[config.mk]
export PLATFORM = sky130hd
export DESIGN_NAME = dbg_mon_top
export DESIGN_NICKNAME = d
export VERILOG_FILES = /design/src/logic/dbg_mon_pkg.sv /design/src/logic/cause_tracker.sv /design/src/logic/dbg_mon_top.sv /design/src/logic/dpc_predictor.sv /design/src/logic/entry_checker.sv /design/src/logic/insn_classify.sv /design/src/logic/report_port.sv
export SDC_FILE = /design/constraint.sdc
export NUM_CORES = 1
export LEC_CHECK = 0
export ABC_CLOCK_PERIOD_IN_PS = 10800
export BUFFER_PORTS_ARGS = -buffer_cell sky130_fd_sc_hd__buf_2
export CAP_MARGIN = 20
export CORE_MARGIN = 1.5
export CORE_UTILIZATION = 25
export DETAILED_ROUTE_END_ITERATION = 8
export PLACE_DENSITY = 0.48
export SYNTH_ARGS = -nofsm -noshare
export SYNTH_HDL_FRONTEND = slang
export SYNTH_SLANG_ARGS = --single-unit
[constraint.sdc]
create_clock -name cov_assert_if -period 10.8 [get_ports cov_assert_if]
set_input_delay 2.16 -clock cov_assert_if [delete_from_list [all_inputs] [get_ports cov_assert_if]]
set_output_delay 2.16 -clock cov_assert_if [all_outputs]
set_load 0.03 [all_outputs]
[src/logic/dbg_mon_pkg.sv]
/*
 * Shared types and constants for the debug-entry monitor.
 * Every monitor stage imports this package for its record formats,
 * instruction encodings and trap-vector constants.
 */

package dbg_mon_pkg;

  // ------------------------------
  // Widths and encodings
  // ------------------------------
  localparam int unsigned XLEN    = 32;
  localparam int unsigned CAUSE_W = 11;

  // Full instruction words as seen on the retirement trace
  localparam logic [31:0] EBREAK_OPCODE  = 32'h0010_0073;
  localparam logic [31:0] CEBREAK_OPCODE = 32'h0000_9002;
  localparam logic [31:0] DRET_OPCODE    = 32'h7B20_0073;

  // Bit 10 of the interrupt cause marks an NMI (0x400)
  localparam int unsigned NMI_CAUSE_BIT = 10;
  localparam logic [XLEN-1:0] NMI_VECTOR_OFFSET = 32'h0000_003C;
  localparam logic [1:0] MTVEC_MODE_VECTORED = 2'd1;

  // ------------------------------
  // Enums
  // ------------------------------
  // dcsr.cause encoding
  typedef enum logic [2:0] {
    CAUSE_NONE    = 3'd0,
    CAUSE_EBREAK  = 3'd1,
    CAUSE_TRIGGER = 3'd2,
    CAUSE_HALTREQ = 3'd3,
    CAUSE_STEP    = 3'd4
  } dbg_cause_e;

  typedef enum logic [1:0] {
    INSN_OTHER,
    INSN_EBREAK,
    INSN_CEBREAK,
    INSN_DRET
  } insn_kind_e;

  // Report port handshake phases
  typedef enum logic [1:0] {
    RP_IDLE,
    RP_REQ,
    RP_RELEASE
  } rp_state_e;

  // ------------------------------
  // Records
  // ------------------------------
  // One retirement record from the core trace
  typedef struct packed {
    logic               valid;
    logic [31:0]        insn;
    logic [XLEN-1:0]    pc_rdata;
    logic [XLEN-1:0]    pc_wdata;
    logic               dbg_mode;
    dbg_cause_e         dbg_cause;
    logic               intr;
    logic [CAUSE_W-1:0] intr_cause;
    logic [XLEN-1:0]    dpc;
    logic [XLEN-1:0]    mtvec;
    logic               dcsr_step;
  } retire_rec_t;

  typedef struct packed {
    retire_rec_t rec;
    insn_kind_e  kind;
    logic        first_dbg;
  } classified_t;

  // What the next debug entry must look like
  typedef struct packed {
    dbg_cause_e      exp_cause;
    logic [XLEN-1:0] halt_addr;
    logic [XLEN-1:0] pred_dpc;
  } expect_t;

  typedef struct packed {
    logic [XLEN-1:0] pc;
    logic            pc_bad;
    logic            cause_bad;
    logic            dpc_bad;
  } verdict_t;

  typedef struct packed {
    verdict_t verdict;
    logic     overflow;
  } report_t;

endpackage

[src/logic/cause_tracker.sv]
/*
 * Stage 2a. Follows the trace and the halt request line to work out
 * which dcsr.cause the next debug entry should report, and latches
 * the debug halt address when fetch is first enabled.
 */

`timescale 1ns/1ps

module cause_tracker
  import dbg_mon_pkg::*;
(
  input  logic            cov_assert_if,
  input  logic            reset_i,
  input  classified_t     cls_i,
  input  logic            debug_req_i,
  input  logic            fetch_enable_i,
  input  logic [XLEN-1:0] dm_halt_addr_i,
  output dbg_cause_e      exp_cause_o,
  output logic [XLEN-1:0] halt_addr_o
);

  dbg_cause_e cause_q;
  dbg_cause_e cause_d;
  logic       is_brk;
  logic       fetch_seen_q;
  logic       first_fetch;

  // ------------------------------
  // Expected cause
  // ------------------------------
  assign is_brk = cls_i.rec.valid &&
                  ((cls_i.kind == INSN_EBREAK) || (cls_i.kind == INSN_CEBREAK));

  // Priority haltreq > ebreak > step, dret clears
  always_comb begin
    cause_d = cause_q;
    if (debug_req_i) begin
      cause_d = CAUSE_HALTREQ;
    end else if (is_brk) begin
      cause_d = CAUSE_EBREAK;
    end else if (cls_i.rec.valid && cls_i.rec.dcsr_step) begin
      cause_d = CAUSE_STEP;
    end else if (cls_i.rec.valid && (cls_i.kind == INSN_DRET)) begin
      cause_d = CAUSE_NONE;
    end
  end

  // Output carries the state left by earlier records,
  // so it lines up with the record now in cls_i
  always_ff @(posedge cov_assert_if) begin
    if (reset_i) begin
      cause_q     <= CAUSE_NONE;
      exp_cause_o <= CAUSE_NONE;
    end else begin
      cause_q     <= cause_d;
      exp_cause_o <= cause_q;
    end
  end

  // ------------------------------
  // Halt address capture
  // ------------------------------
  assign first_fetch = fetch_enable_i && !fetch_seen_q;

  always_ff @(posedge cov_assert_if) begin
    if (reset_i) begin
      fetch_seen_q <= 1'b0;
      halt_addr_o  <= '0;
    end else if (first_fetch) begin
      fetch_seen_q <= 1'b1;
      // Word aligned
      halt_addr_o  <= {dm_halt_addr_i[XLEN-1:2], 2'b00};
    end
  end

  // Once latched the halt address must hold for the whole run
  a_halt_addr_frozen: assert property (
    @(posedge cov_assert_if) disable iff (reset_i)
    fetch_seen_q |=> $stable(halt_addr_o)
  ) else $error("halt_addr_o changed after capture: %08h", halt_addr_o);

endmodule

[src/logic/dbg_mon_top.sv]
/*
 * Debug-entry monitor top level. Connect the core retirement trace and
 * debug inputs; one verdict per debug entry comes out on the report port.
 */

`timescale 1ns/1ps

module dbg_mon_top
  import dbg_mon_pkg::*;
(
  input  logic            cov_assert_if,
  input  logic            reset_i,
  input  retire_rec_t     trace_i,
  input  logic            debug_req_i,
  input  logic            fetch_enable_i,
  input  logic [XLEN-1:0] dm_halt_addr_i,
  output report_t         report_o,
  output logic            report_req_o,
  input  logic            report_ack_i
);

  classified_t cls;
  expect_t     exp;
  verdict_t    verdict;
  logic        verdict_valid;

  // Stage 1
  insn_classify i_insn_classify (
    .cov_assert_if (cov_assert_if),
    .reset_i       (reset_i),
    .trace_i       (trace_i),
    .cls_o         (cls)
  );

  // Stage 2, both halves fill one expect_t
  cause_tracker i_cause_tracker (
    .cov_assert_if  (cov_assert_if),
    .reset_i        (reset_i),
    .cls_i          (cls),
    .debug_req_i    (debug_req_i),
    .fetch_enable_i (fetch_enable_i),
    .dm_halt_addr_i (dm_halt_addr_i),
    .exp_cause_o    (exp.exp_cause),
    .halt_addr_o    (exp.halt_addr)
  );

  dpc_predictor i_dpc_predictor (
    .cov_assert_if (cov_assert_if),
    .reset_i       (reset_i),
    .cls_i         (cls),
    .pred_dpc_o    (exp.pred_dpc)
  );

  // Stage 3
  entry_checker i_entry_checker (
    .cov_assert_if   (cov_assert_if),
    .reset_i         (reset_i),
    .cls_i           (cls),
    .exp_i           (exp),
    .verdict_o       (verdict),
    .verdict_valid_o (verdict_valid)
  );

  report_port i_report_port (
    .cov_assert_if   (cov_assert_if),
    .reset_i         (reset_i),
    .verdict_i       (verdict),
    .verdict_valid_i (verdict_valid),
    .report_o        (report_o),
    .report_req_o    (report_req_o),
    .report_ack_i    (report_ack_i)
  );

endmodule

[src/logic/dpc_predictor.sv]
/*
 * Stage 2b. Predicts the dpc a debug entry must report. Plain
 * retirement predicts the next pc, ebreak predicts its own pc, and a
 * record with an interrupt predicts the CLINT trap vector.
 */

`timescale 1ns/1ps

module dpc_predictor
  import dbg_mon_pkg::*;
(
  input  logic            cov_assert_if,
  input  logic            reset_i,
  input  classified_t     cls_i,
  output logic [XLEN-1:0] pred_dpc_o
);

  logic [XLEN-1:0]    pred_q;
  logic [XLEN-1:0]    base;
  logic [XLEN-1:0]    cause_off;
  logic [XLEN-1:0]    vec_addr;
  logic [CAUSE_W-1:0] cause_idx;
  logic               is_nmi;
  logic               is_brk;
  logic               take_intr;

  assign is_brk = (cls_i.kind == INSN_EBREAK) || (cls_i.kind == INSN_CEBREAK);
  assign take_intr = cls_i.rec.valid && cls_i.rec.intr;

  // ------------------------------
  // Trap vector
  // ------------------------------
  // mtvec base with mode bits dropped
  assign base   = {cls_i.rec.mtvec[XLEN-1:2], 2'b00};
  assign is_nmi = cls_i.rec.intr_cause[NMI_CAUSE_BIT];

  // Cause number without the NMI marker
  always_comb begin
    cause_idx = cls_i.rec.intr_cause;
    cause_idx[NMI_CAUSE_BIT] = 1'b0;
  end

  // Four bytes per vector slot
  assign cause_off = {{(XLEN-CAUSE_W-2){1'b0}}, cause_idx, 2'b00};

  always_comb begin
    vec_addr = base;
    if (cls_i.rec.mtvec[1:0] == MTVEC_MODE_VECTORED) begin
      if (is_nmi) begin
        vec_addr = base + NMI_VECTOR_OFFSET;
      end else begin
        vec_addr = base + cause_off;
      end
    end
  end

  // ------------------------------
  // Prediction state
  // ------------------------------
  always_ff @(posedge cov_assert_if) begin
    if (reset_i) begin
      pred_q     <= '0;
      pred_dpc_o <= '0;
    end else begin
      // Interrupt on the current record wins, otherwise history
      pred_dpc_o <= take_intr ? vec_addr : pred_q;
      if (take_intr) begin
        pred_q <= vec_addr;
      end else if (cls_i.rec.valid && !cls_i.rec.dbg_mode) begin
        pred_q <= is_brk ? cls_i.rec.pc_rdata : cls_i.rec.pc_wdata;
      end
    end
  end

endmodule

[src/logic/entry_checker.sv]
/*
 * Stage 3. Holds each record for one cycle so it meets the stage 2
 * expectations, then grades a first debug record on pc, cause and dpc.
 * A graded entry leaves as a single-cycle verdict pulse.
 */

`timescale 1ns/1ps

module entry_checker
  import dbg_mon_pkg::*;
(
  input  logic        cov_assert_if,
  input  logic        reset_i,
  input  classified_t cls_i,
  input  expect_t     exp_i,
  output verdict_t    verdict_o,
  output logic        verdict_valid_o
);

  classified_t ent_q;
  logic        ent_vld_q;
  logic        cause_bad;

  // Alignment with the parallel stage 2 outputs
  always_ff @(posedge cov_assert_if) begin
    ent_q <= cls_i;
  end

  always_ff @(posedge cov_assert_if) begin
    if (reset_i) begin
      ent_vld_q       <= 1'b0;
      verdict_valid_o <= 1'b0;
    end else begin
      ent_vld_q       <= cls_i.first_dbg;
      verdict_valid_o <= ent_vld_q;
    end
  end

  // Trigger entries are reported but not graded on cause
  assign cause_bad = (ent_q.rec.dbg_cause != CAUSE_TRIGGER) &&
                     (ent_q.rec.dbg_cause != exp_i.exp_cause);

  // Verdict payload
  always_ff @(posedge cov_assert_if) begin
    if (ent_vld_q) begin
      verdict_o.pc        <= ent_q.rec.pc_rdata;
      verdict_o.pc_bad    <= ent_q.rec.pc_rdata != exp_i.halt_addr;
      verdict_o.cause_bad <= cause_bad;
      // Prediction already holds the trap vector on an intr entry
      verdict_o.dpc_bad   <= ent_q.rec.dpc != exp_i.pred_dpc;
    end
  end

  // Two entries back to back would need a debug record with no
  // history flag, which stage 1 never produces
  a_verdict_pulse: assert property (
    @(posedge cov_assert_if) disable iff (reset_i)
    verdict_valid_o |=> !verdict_valid_o
  ) else $error("verdict_valid_o high on consecutive cycles");

endmodule

[src/logic/insn_classify.sv]
/*
 * Stage 1 of the monitor. Samples the trace every cycle, then decodes
 * the instruction kind and flags the first record of a debug entry.
 */

`timescale 1ns/1ps

module insn_classify
  import dbg_mon_pkg::*;
(
  input  logic        cov_assert_if,
  input  logic        reset_i,
  input  retire_rec_t trace_i,
  output classified_t cls_o
);

  retire_rec_t rec_q;
  insn_kind_e  kind;
  logic        in_dbg_q;
  logic        first_dbg;

  // Sampling register, only valid is control state
  always_ff @(posedge cov_assert_if) begin
    rec_q <= trace_i;
    if (reset_i) begin
      rec_q.valid <= 1'b0;
    end
  end

  // Exact match on the full instruction word
  always_comb begin
    kind = INSN_OTHER;
    if (rec_q.insn == EBREAK_OPCODE) begin
      kind = INSN_EBREAK;
    end else if (rec_q.insn == CEBREAK_OPCODE) begin
      kind = INSN_CEBREAK;
    end else if (rec_q.insn == DRET_OPCODE) begin
      kind = INSN_DRET;
    end
  end

  // Debug mode of the last valid record
  always_ff @(posedge cov_assert_if) begin
    if (reset_i) begin
      in_dbg_q <= 1'b0;
    end else if (rec_q.valid) begin
      in_dbg_q <= rec_q.dbg_mode;
    end
  end

  // Entry edge: in debug now, previous valid record was not
  assign first_dbg = rec_q.valid && rec_q.dbg_mode && !in_dbg_q;

  always_ff @(posedge cov_assert_if) begin
    cls_o.rec  <= rec_q;
    cls_o.kind <= kind;
    if (reset_i) begin
      cls_o.rec.valid <= 1'b0;
      cls_o.first_dbg <= 1'b0;
    end else begin
      cls_o.first_dbg <= first_dbg;
    end
  end

endmodule

[src/logic/report_port.sv]
/*
 * Output side of the monitor. Takes one verdict at a time and offers it
 * on a four-phase req/ack port. Verdicts arriving while busy are lost
 * and the next accepted report carries overflow.
 */

`timescale 1ns/1ps

module report_port
  import dbg_mon_pkg::*;
(
  input  logic     cov_assert_if,
  input  logic     reset_i,
  input  verdict_t verdict_i,
  input  logic     verdict_valid_i,
  output report_t  report_o,
  output logic     report_req_o,
  input  logic     report_ack_i
);

  rp_state_e state_q;
  logic      drop_q;
  logic      accept;

  assign accept = verdict_valid_i && (state_q == RP_IDLE);

  // ------------------------------
  // Handshake FSM
  // ------------------------------
  always_ff @(posedge cov_assert_if) begin
    if (reset_i) begin
      state_q <= RP_IDLE;
      drop_q  <= 1'b0;
    end else begin
      case (state_q)
        RP_IDLE: begin
          if (verdict_valid_i) begin
            state_q <= RP_REQ;
          end
        end
        // Wait for ack high, then drop req
        RP_REQ: begin
          if (report_ack_i) begin
            state_q <= RP_RELEASE;
          end
        end
        // Busy until ack returns low
        RP_RELEASE: begin
          if (!report_ack_i) begin
            state_q <= RP_IDLE;
          end
        end
        default: state_q <= RP_IDLE;
      endcase
      // Sticky until handed out with an accepted report
      if (accept) begin
        drop_q <= 1'b0;
      end else if (verdict_valid_i) begin
        drop_q <= 1'b1;
      end
    end
  end

  // Payload loads only when idle
  always_ff @(posedge cov_assert_if) begin
    if (accept) begin
      report_o.verdict  <= verdict_i;
      report_o.overflow <= drop_q;
    end
  end

  assign report_req_o = (state_q == RP_REQ);

  a_report_stable: assert property (
    @(posedge cov_assert_if) disable iff (reset_i)
    report_req_o && $past(report_req_o) |-> $stable(report_o)
  ) else $error("report_o changed under req: %h", report_o);

  a_req_fall_after_ack: assert property (
    @(posedge cov_assert_if) disable iff (reset_i)
    $fell(report_req_o) |-> $past(report_ack_i)
  ) else $error("report_req_o fell without report_ack_i");

endmodule

## After elaboration in Yosys (flattened, before gate mapping)

Cells that the tools add are included.

- Register bits: 572
- Latch bits: 0
- Bits in writable memories: 0
- ROM bits: 0
- Input bits: 215
- Output and inout port bits: 37
- Logic and storage cells: 102
- Memories kept: 0

- Add/subtract/negate cells: 2
- $mul: 0
- Divide/modulo/power cells: 0
- Magnitude comparators: 0
- Eq/ne operators: 16
- Shift operators: 0
- Muxes and demuxes: 16
- Bitwise operators: 0
- Reductions and logical operators: 21

Operator list:

| operator | number |
|---|---|
| 2-to-1 mux 32 bit | 6 |
| != test 32 bit | 2 |
| adder 32 x 12 -> 32 bit | 1 |
| adder 32 x 6 -> 32 bit (second input constant) | 1 |
| equality test 32 x 16 -> 1 bit (second input constant) | 1 |
| equality test 32 x 21 -> 1 bit (second input constant) | 1 |
| equality test 32 x 31 -> 1 bit (second input constant) | 1 |
| 2-to-1 mux 2 bit | 7 |
| logical AND 1 bit | 10 |
| equality test 2 x 1 -> 1 bit (second input constant) | 3 |
| equality test 2 bit (second input constant) | 3 |
| 2-to-1 mux 3 bit | 2 |
| case mux 2 bit (3 select lines) | 1 |
| != test 2 bit (second input constant) | 2 |
| nonzero test 2 bit | 2 |
| nonzero test 4 bit | 1 |
| zero test 1 bit | 3 |
| != test 3 x 2 -> 1 bit (second input constant) | 1 |
| != test 3 bit | 1 |
| AND reduction 3 bit | 1 |
| OR reduction 3 bit | 1 |
| zero test 2 bit | 1 |
| != test 2 x 1 -> 1 bit (second input constant) | 1 |
| OR reduction 2 bit | 1 |
| logical OR 1 bit | 1 |

## Logic depth before layout (Yosys ltp)

- Word-level depth: 6
- Gate-level depth with buffers: 10
- Depth with buffers taken out: 10

## Cells and area by module

From an unflattened synthesis, not the netlist that was laid out.

- Cell total of the unflattened synthesis: 1318
- Area, all modules: 17021.3 um^2

By module, submodules not included:

| module | times used | cells an instance | area each (um^2) | seq. area each (um^2) |
|---|---|---|---|---|
| insn_classify | 1 | 386 | 7395.8 | 7206.9 |
| dpc_predictor | 1 | 524 | 3913.8 | 1281.2 |
| entry_checker | 1 | 204 | 3210.6 | 2432.3 |
| cause_tracker | 1 | 157 | 1297.5 | 740.7 |
| report_port | 1 | 47 | 1203.7 | 1141.1 |

## Worst setup path before layout

OpenSTA, ideal clock, no wires.

- Kind: flip-flop to flip-flop
- Start point: register i_report_port.state_q[1]
- End point: register, netlist name i_report_port.report_o[0]
- Library setup time: 0.486 ns
- Arrival: 3.110 ns
- Data required time: 10.314 ns
- Slack: 7.203 ns
- Cell stages (with the launch flop): 2
- Buffers on the path: 0
- Period minus slack after synthesis: 3.597 ns
- Cell sequence: dfxtp_1 nor3b_1

- Word-level cells in the longest chain between the ends: 2

Ends and longest elaborated chain:

| item | RTL line | source |
|---|---|---|
| start: declaration | report_port.sv:21 | `rp_state_e state_q;` |
| start signal: assignment | report_port.sv:32 | `state_q <= RP_IDLE;` |
| start signal: assignment | report_port.sv:38 | `state_q <= RP_REQ;` |
| start signal: assignment | report_port.sv:44 | `state_q <= RP_RELEASE;` |
| zero test 2 bit | report_port.sv:25 | `assign accept = verdict_valid_i && (state_q == RP_IDLE);` |
| logical AND 1 bit | report_port.sv:25 |  |
| net i_report_port.accept | report_port.sv:23 | `logic accept;` |

The timed path passes the listed nets, and every way through them passes these cells.
A chain may end at the register's enable or synchronous reset.

## Final worst setup path

- Start point: register i_report_port.state_q[0]
- End point: output port report_req_o

- Word-level cells in the longest chain between the ends: 1

Ends and longest elaborated chain:

| item | RTL line | source |
|---|---|---|
| equality test 2 x 1 -> 1 bit | report_port.sv:72 | `assign report_req_o = (state_q == RP_REQ);` |
| end: declaration | dbg_mon_top.sv:18 | `output logic report_req_o,` |

No other way between the ends.

==> key figures <==
Setup path
  • R2R setup slack: 7720 ps
  • CP peak stage delay: about 380 ps
  • Critical Path AT: around 1400 ps
  • Required @ worst endpoint: around 8600 ps
  • Startpoint types: flip-flop
  • Worst r2r path cells: 10
  • CP cell instances: nor2b_1 -> buf_2
  • Slowest CP cell: dfxtp_1
  • Critical Path Fanout Max: 3
  • CP endpoint kind: output port
  • Worst Setup Path Type: flip-flop to output port

Status
  • Status: complete, no violations

Flow run
  • Max-Cap Viols: 0

STA
  • Setup TNS: 0 ps
  • Relative slew slack: 39.8%
  • Fin. Hold Viols: 0
  • Final number of setup-violating endpoints: 0
  • Worst Slack Setup Final: approximately 7200 ps
  • Minimum clock period: between 3000 and 4000 ps
  • Hold WS: 310 ps
  • RSZ-0062 raised after global routing: no
  • Period utilization: 33.2%
  • Fmax: 0.279 GHz
  • Fin Clk Skew: 19.8 ps
  • Worst Tran Pin Value: 903 ps
  • Max-slew violations: 0

Clock network
  • Post-CTS Hold Buffers: 0
  • Post-CTS Setup Bufs: 0
  • CTS H-tree depth: 2
  • Clock Path Buffers: 3
  • Clk_lat worst skew: ~600 ps
  • Clock-pin slew on the worst setup and hold paths: about 60 ps
  • Clk sink count: 572
  • Post_cts resized: 0
  • Clk root buf: clkbuf_16
  • TritonCTS Buffers: 59
  • CTS tree: built

Synthesis
  • Post-Syn Area: 16200 sq um
  • Post-synthesis compound-gate area fraction: under 10%
  • Syn_nets: 1462
  • Synth Area in Adders: 0.972%
  • Synth Area in Simple Gates: between 8 and 9%
  • Yosys cell types: 57
  • Syn Area/Cell: 13.1 sq um
  • Seq cells post-synth: 572
  • Ys flop type: dfxtp_1
  • EDFF count, synth: 71
  • Mux contribution to synthesized area: 3.06%
  • Synthesis Warnings: 0
  • Largest family of logic cells by synthesized area: simple AND/OR/NAND/NOR gates
  • Post-Synthesis Cells: 1235
  • Async set-reset flop share out of synthesis: 0%
  • Synth Area in XOR/XNOR: 3.89%
  • Seq/Total Area, Yosys: 75.0%

Route
  • Routed Antenna Nets: 0
  • First DRT Iteration DRCs: 378
  • DRC errors left: 0
  • Vias: 9665
  • Overall routed net length: between 30000 and 40000 microns
  • WL/cell: between 15 and 20 microns
  • Vias/cell: around 4.0
  • DRT Pass-1 Iters: 4

Worst hold path
  • Hold Path Depth: 0
  • Worst min path class: flip-flop to flip-flop

Global routing
  • Total GRT Usage: 11.9%
  • Largest net degree at the start of global routing: 67
  • Vias in the first global route: 9789
  • Total gr overflow: 0
  • First-pass GRT wire length: 58600 microns
  • Initial antenna violation count: 3

Floorplan
  • Core Area: 64200 sq um
  • DIE AREA: between 60000 and 70000 sq um
  • Starting Density: between 20% and 30%
  • DIE WIDTH: 258 microns
  • Die Y: 258 microns
  • I/O pin count: 252
  • Row count: 93

Final layout
  • Area grow syn2layout: 25.6%
  • Area of the multi-input gates: 3850 sq um
  • # fillers: 6538
  • Finished Core Util: about a third
  • Seq. cell area: 12200 sq um
  • Final nets: ~1700
  • Share of layout cells above drive strength 1: 24.9%

Place
  • Placement Setup Slack: 6820 ps
  • GPL Wtd Cong: 0.779
  • PortBufs: 249
  • Post-DP HPWL: 29500 microns

Pwr
  • P_leak: 7.96 nW
  • Cell Pwr Density: 219 nW/um^2
  • Maximum VDD drop: approximately 0.10 mV
flip-flops by register name, indices dropped and copies added, names as in the netlist:
name                             flops
i_cause_tracker.fetch_seen_q         1
i_insn_classify.in_dbg_q             1
i_insn_classify.rec_q              178
i_dpc_predictor.pred_dpc_o          32
i_cause_tracker.halt_addr_o         30
i_cause_tracker.cause_q              3
i_entry_checker.verdict_valid_o      1
i_report_port.state_q                2
i_insn_classify.cls_o              149
i_cause_tracker.exp_cause_o          3
i_dpc_predictor.pred_q              32
i_report_port.drop_q                 1
i_report_port.report_o              36
i_entry_checker.verdict_o           35
i_entry_checker.ent_q               67
i_entry_checker.ent_vld_q            1
synthesized netlist by cell type, types with 2 or more instances:
master,count,share of area [%]
and3b_1,2,0.11
nor2_1,62,1.4
ha_1,11,0.85
a21oi_1,78,2.4
edfxtp_1,71,13
o31ai_1,4,0.19
a21boi_0,6,0.28
o21ai_0,10,0.31
a211oi_1,22,1.0
o21a_1,2,0.093
nand4_1,21,0.81
o22ai_1,22,0.85
and4_1,3,0.16
a21o_1,3,0.14
buf_2,2,0.062
or2_2,5,0.19
nand2_1,106,2.5
a221oi_1,3,0.16
dfxtp_1,501,62
o221ai_1,5,0.27
nand3_1,14,0.43
a31oi_1,3,0.12
xnor2_1,55,3.0
nand2b_1,17,0.66
buf_1,10,0.23
a2111oi_2,2,0.19
and2_1,5,0.19
clkbuf_1,31,0.72
nor3_1,28,0.86
xor2_1,17,0.92
mux2i_1,27,1.7
and3_1,7,0.27
mux2_2,20,1.4
nor4_1,13,0.50
inv_1,9,0.21
nor2b_1,16,0.62
a22oi_1,2,0.093
layout make-up:
cell class | count | area share [%]
clock buffers | 87 | 8.36
repair buffers | 257 | 6.42
diodes | 1 | 0.0123
well taps | 855 | 5.25
inverters | 9 | 0.166
flip-flops and latches | 572 | 59.7
clock inverters | 23 | 1.15
multi-input cells | 610 | 18.9
final timing paths:
kind                                                                   to                             startpoint
worst max register to register  i_dpc_predictor.pred_dpc_o[30]$_SDFF_PP0_      i_insn_classify.cls_o[78]$_DFF_P_
worst min register to register          i_insn_classify.cls_o[89]$_DFF_P_      i_insn_classify.rec_q[86]$_DFF_P_
worst min-delay path                    i_insn_classify.cls_o[89]$_DFF_P_      i_insn_classify.rec_q[86]$_DFF_P_
worst max-delay path                                         report_req_o  i_report_port.state_q[0]$_SDFFE_PP0P_
metal layers:
layer	wire, microns	track usage, %	vias up
met5	14	0	-
met4	1250	4.45	2
met3	2130	2.85	76
met2	18700	19.6	254
met1	17800	15.0	4512
li1	-	-	4821
power by group:
part	leakage (nW)	internal (mW)	switching (mW)
Clock	0.938	1.17	0.822
Sequential	4.84	2.25	0.0471
Combinational	2.18	0.0800	0.0911
Total	7.96	3.50	0.960
cells in the final DEF, fill, tap and decap left out, types with 13 or more instances in the layout:
master     count
nor2_1        62
nand3_1       14
xor2_1        17
nand2b_1      17
edfxtp_1      71
nor3_1        28
nand4_1       21
clkbuf_1      17
a211oi_1      22
mux2_2        20
nor4_1        13
nand2_1      106
buf_2        248
a21oi_1       78
nor2b_1       15
clkbuf_16     60
o22ai_1       22
dfxtp_1      500
mux2i_1       27
xnor2_1       55
stage by stage:
step	instance area, sq um	power, mW	instances
floorplan	16200	2.42	1235
global placement	18400	2.51	2303
detailed placement	18400	2.52	2303
CTS	20400	4.54	2413
global route	20400	4.65	2414
finish	20400	4.46	2414
worst max-delay path, delay by kind of cell, from the launching register on:
family        cells  cell delay [ps]
simple gates      1              230
buf+inv           1              240
flops             1              380
cell families (layout without fill, tap and decap cells):
family,count (synthesis),after routing
XOR/XNOR,72,72
other,0,1
AND/OR/NAND/NOR,304,304
AO/OA/AOI/OAI,175,175
multiplexers,47,47
adder cells (fa/ha/maj),12,12
flip-flops,572,572
buffers and inverters,53,376
Note: power is estimated with default switching activity, not from simulation.
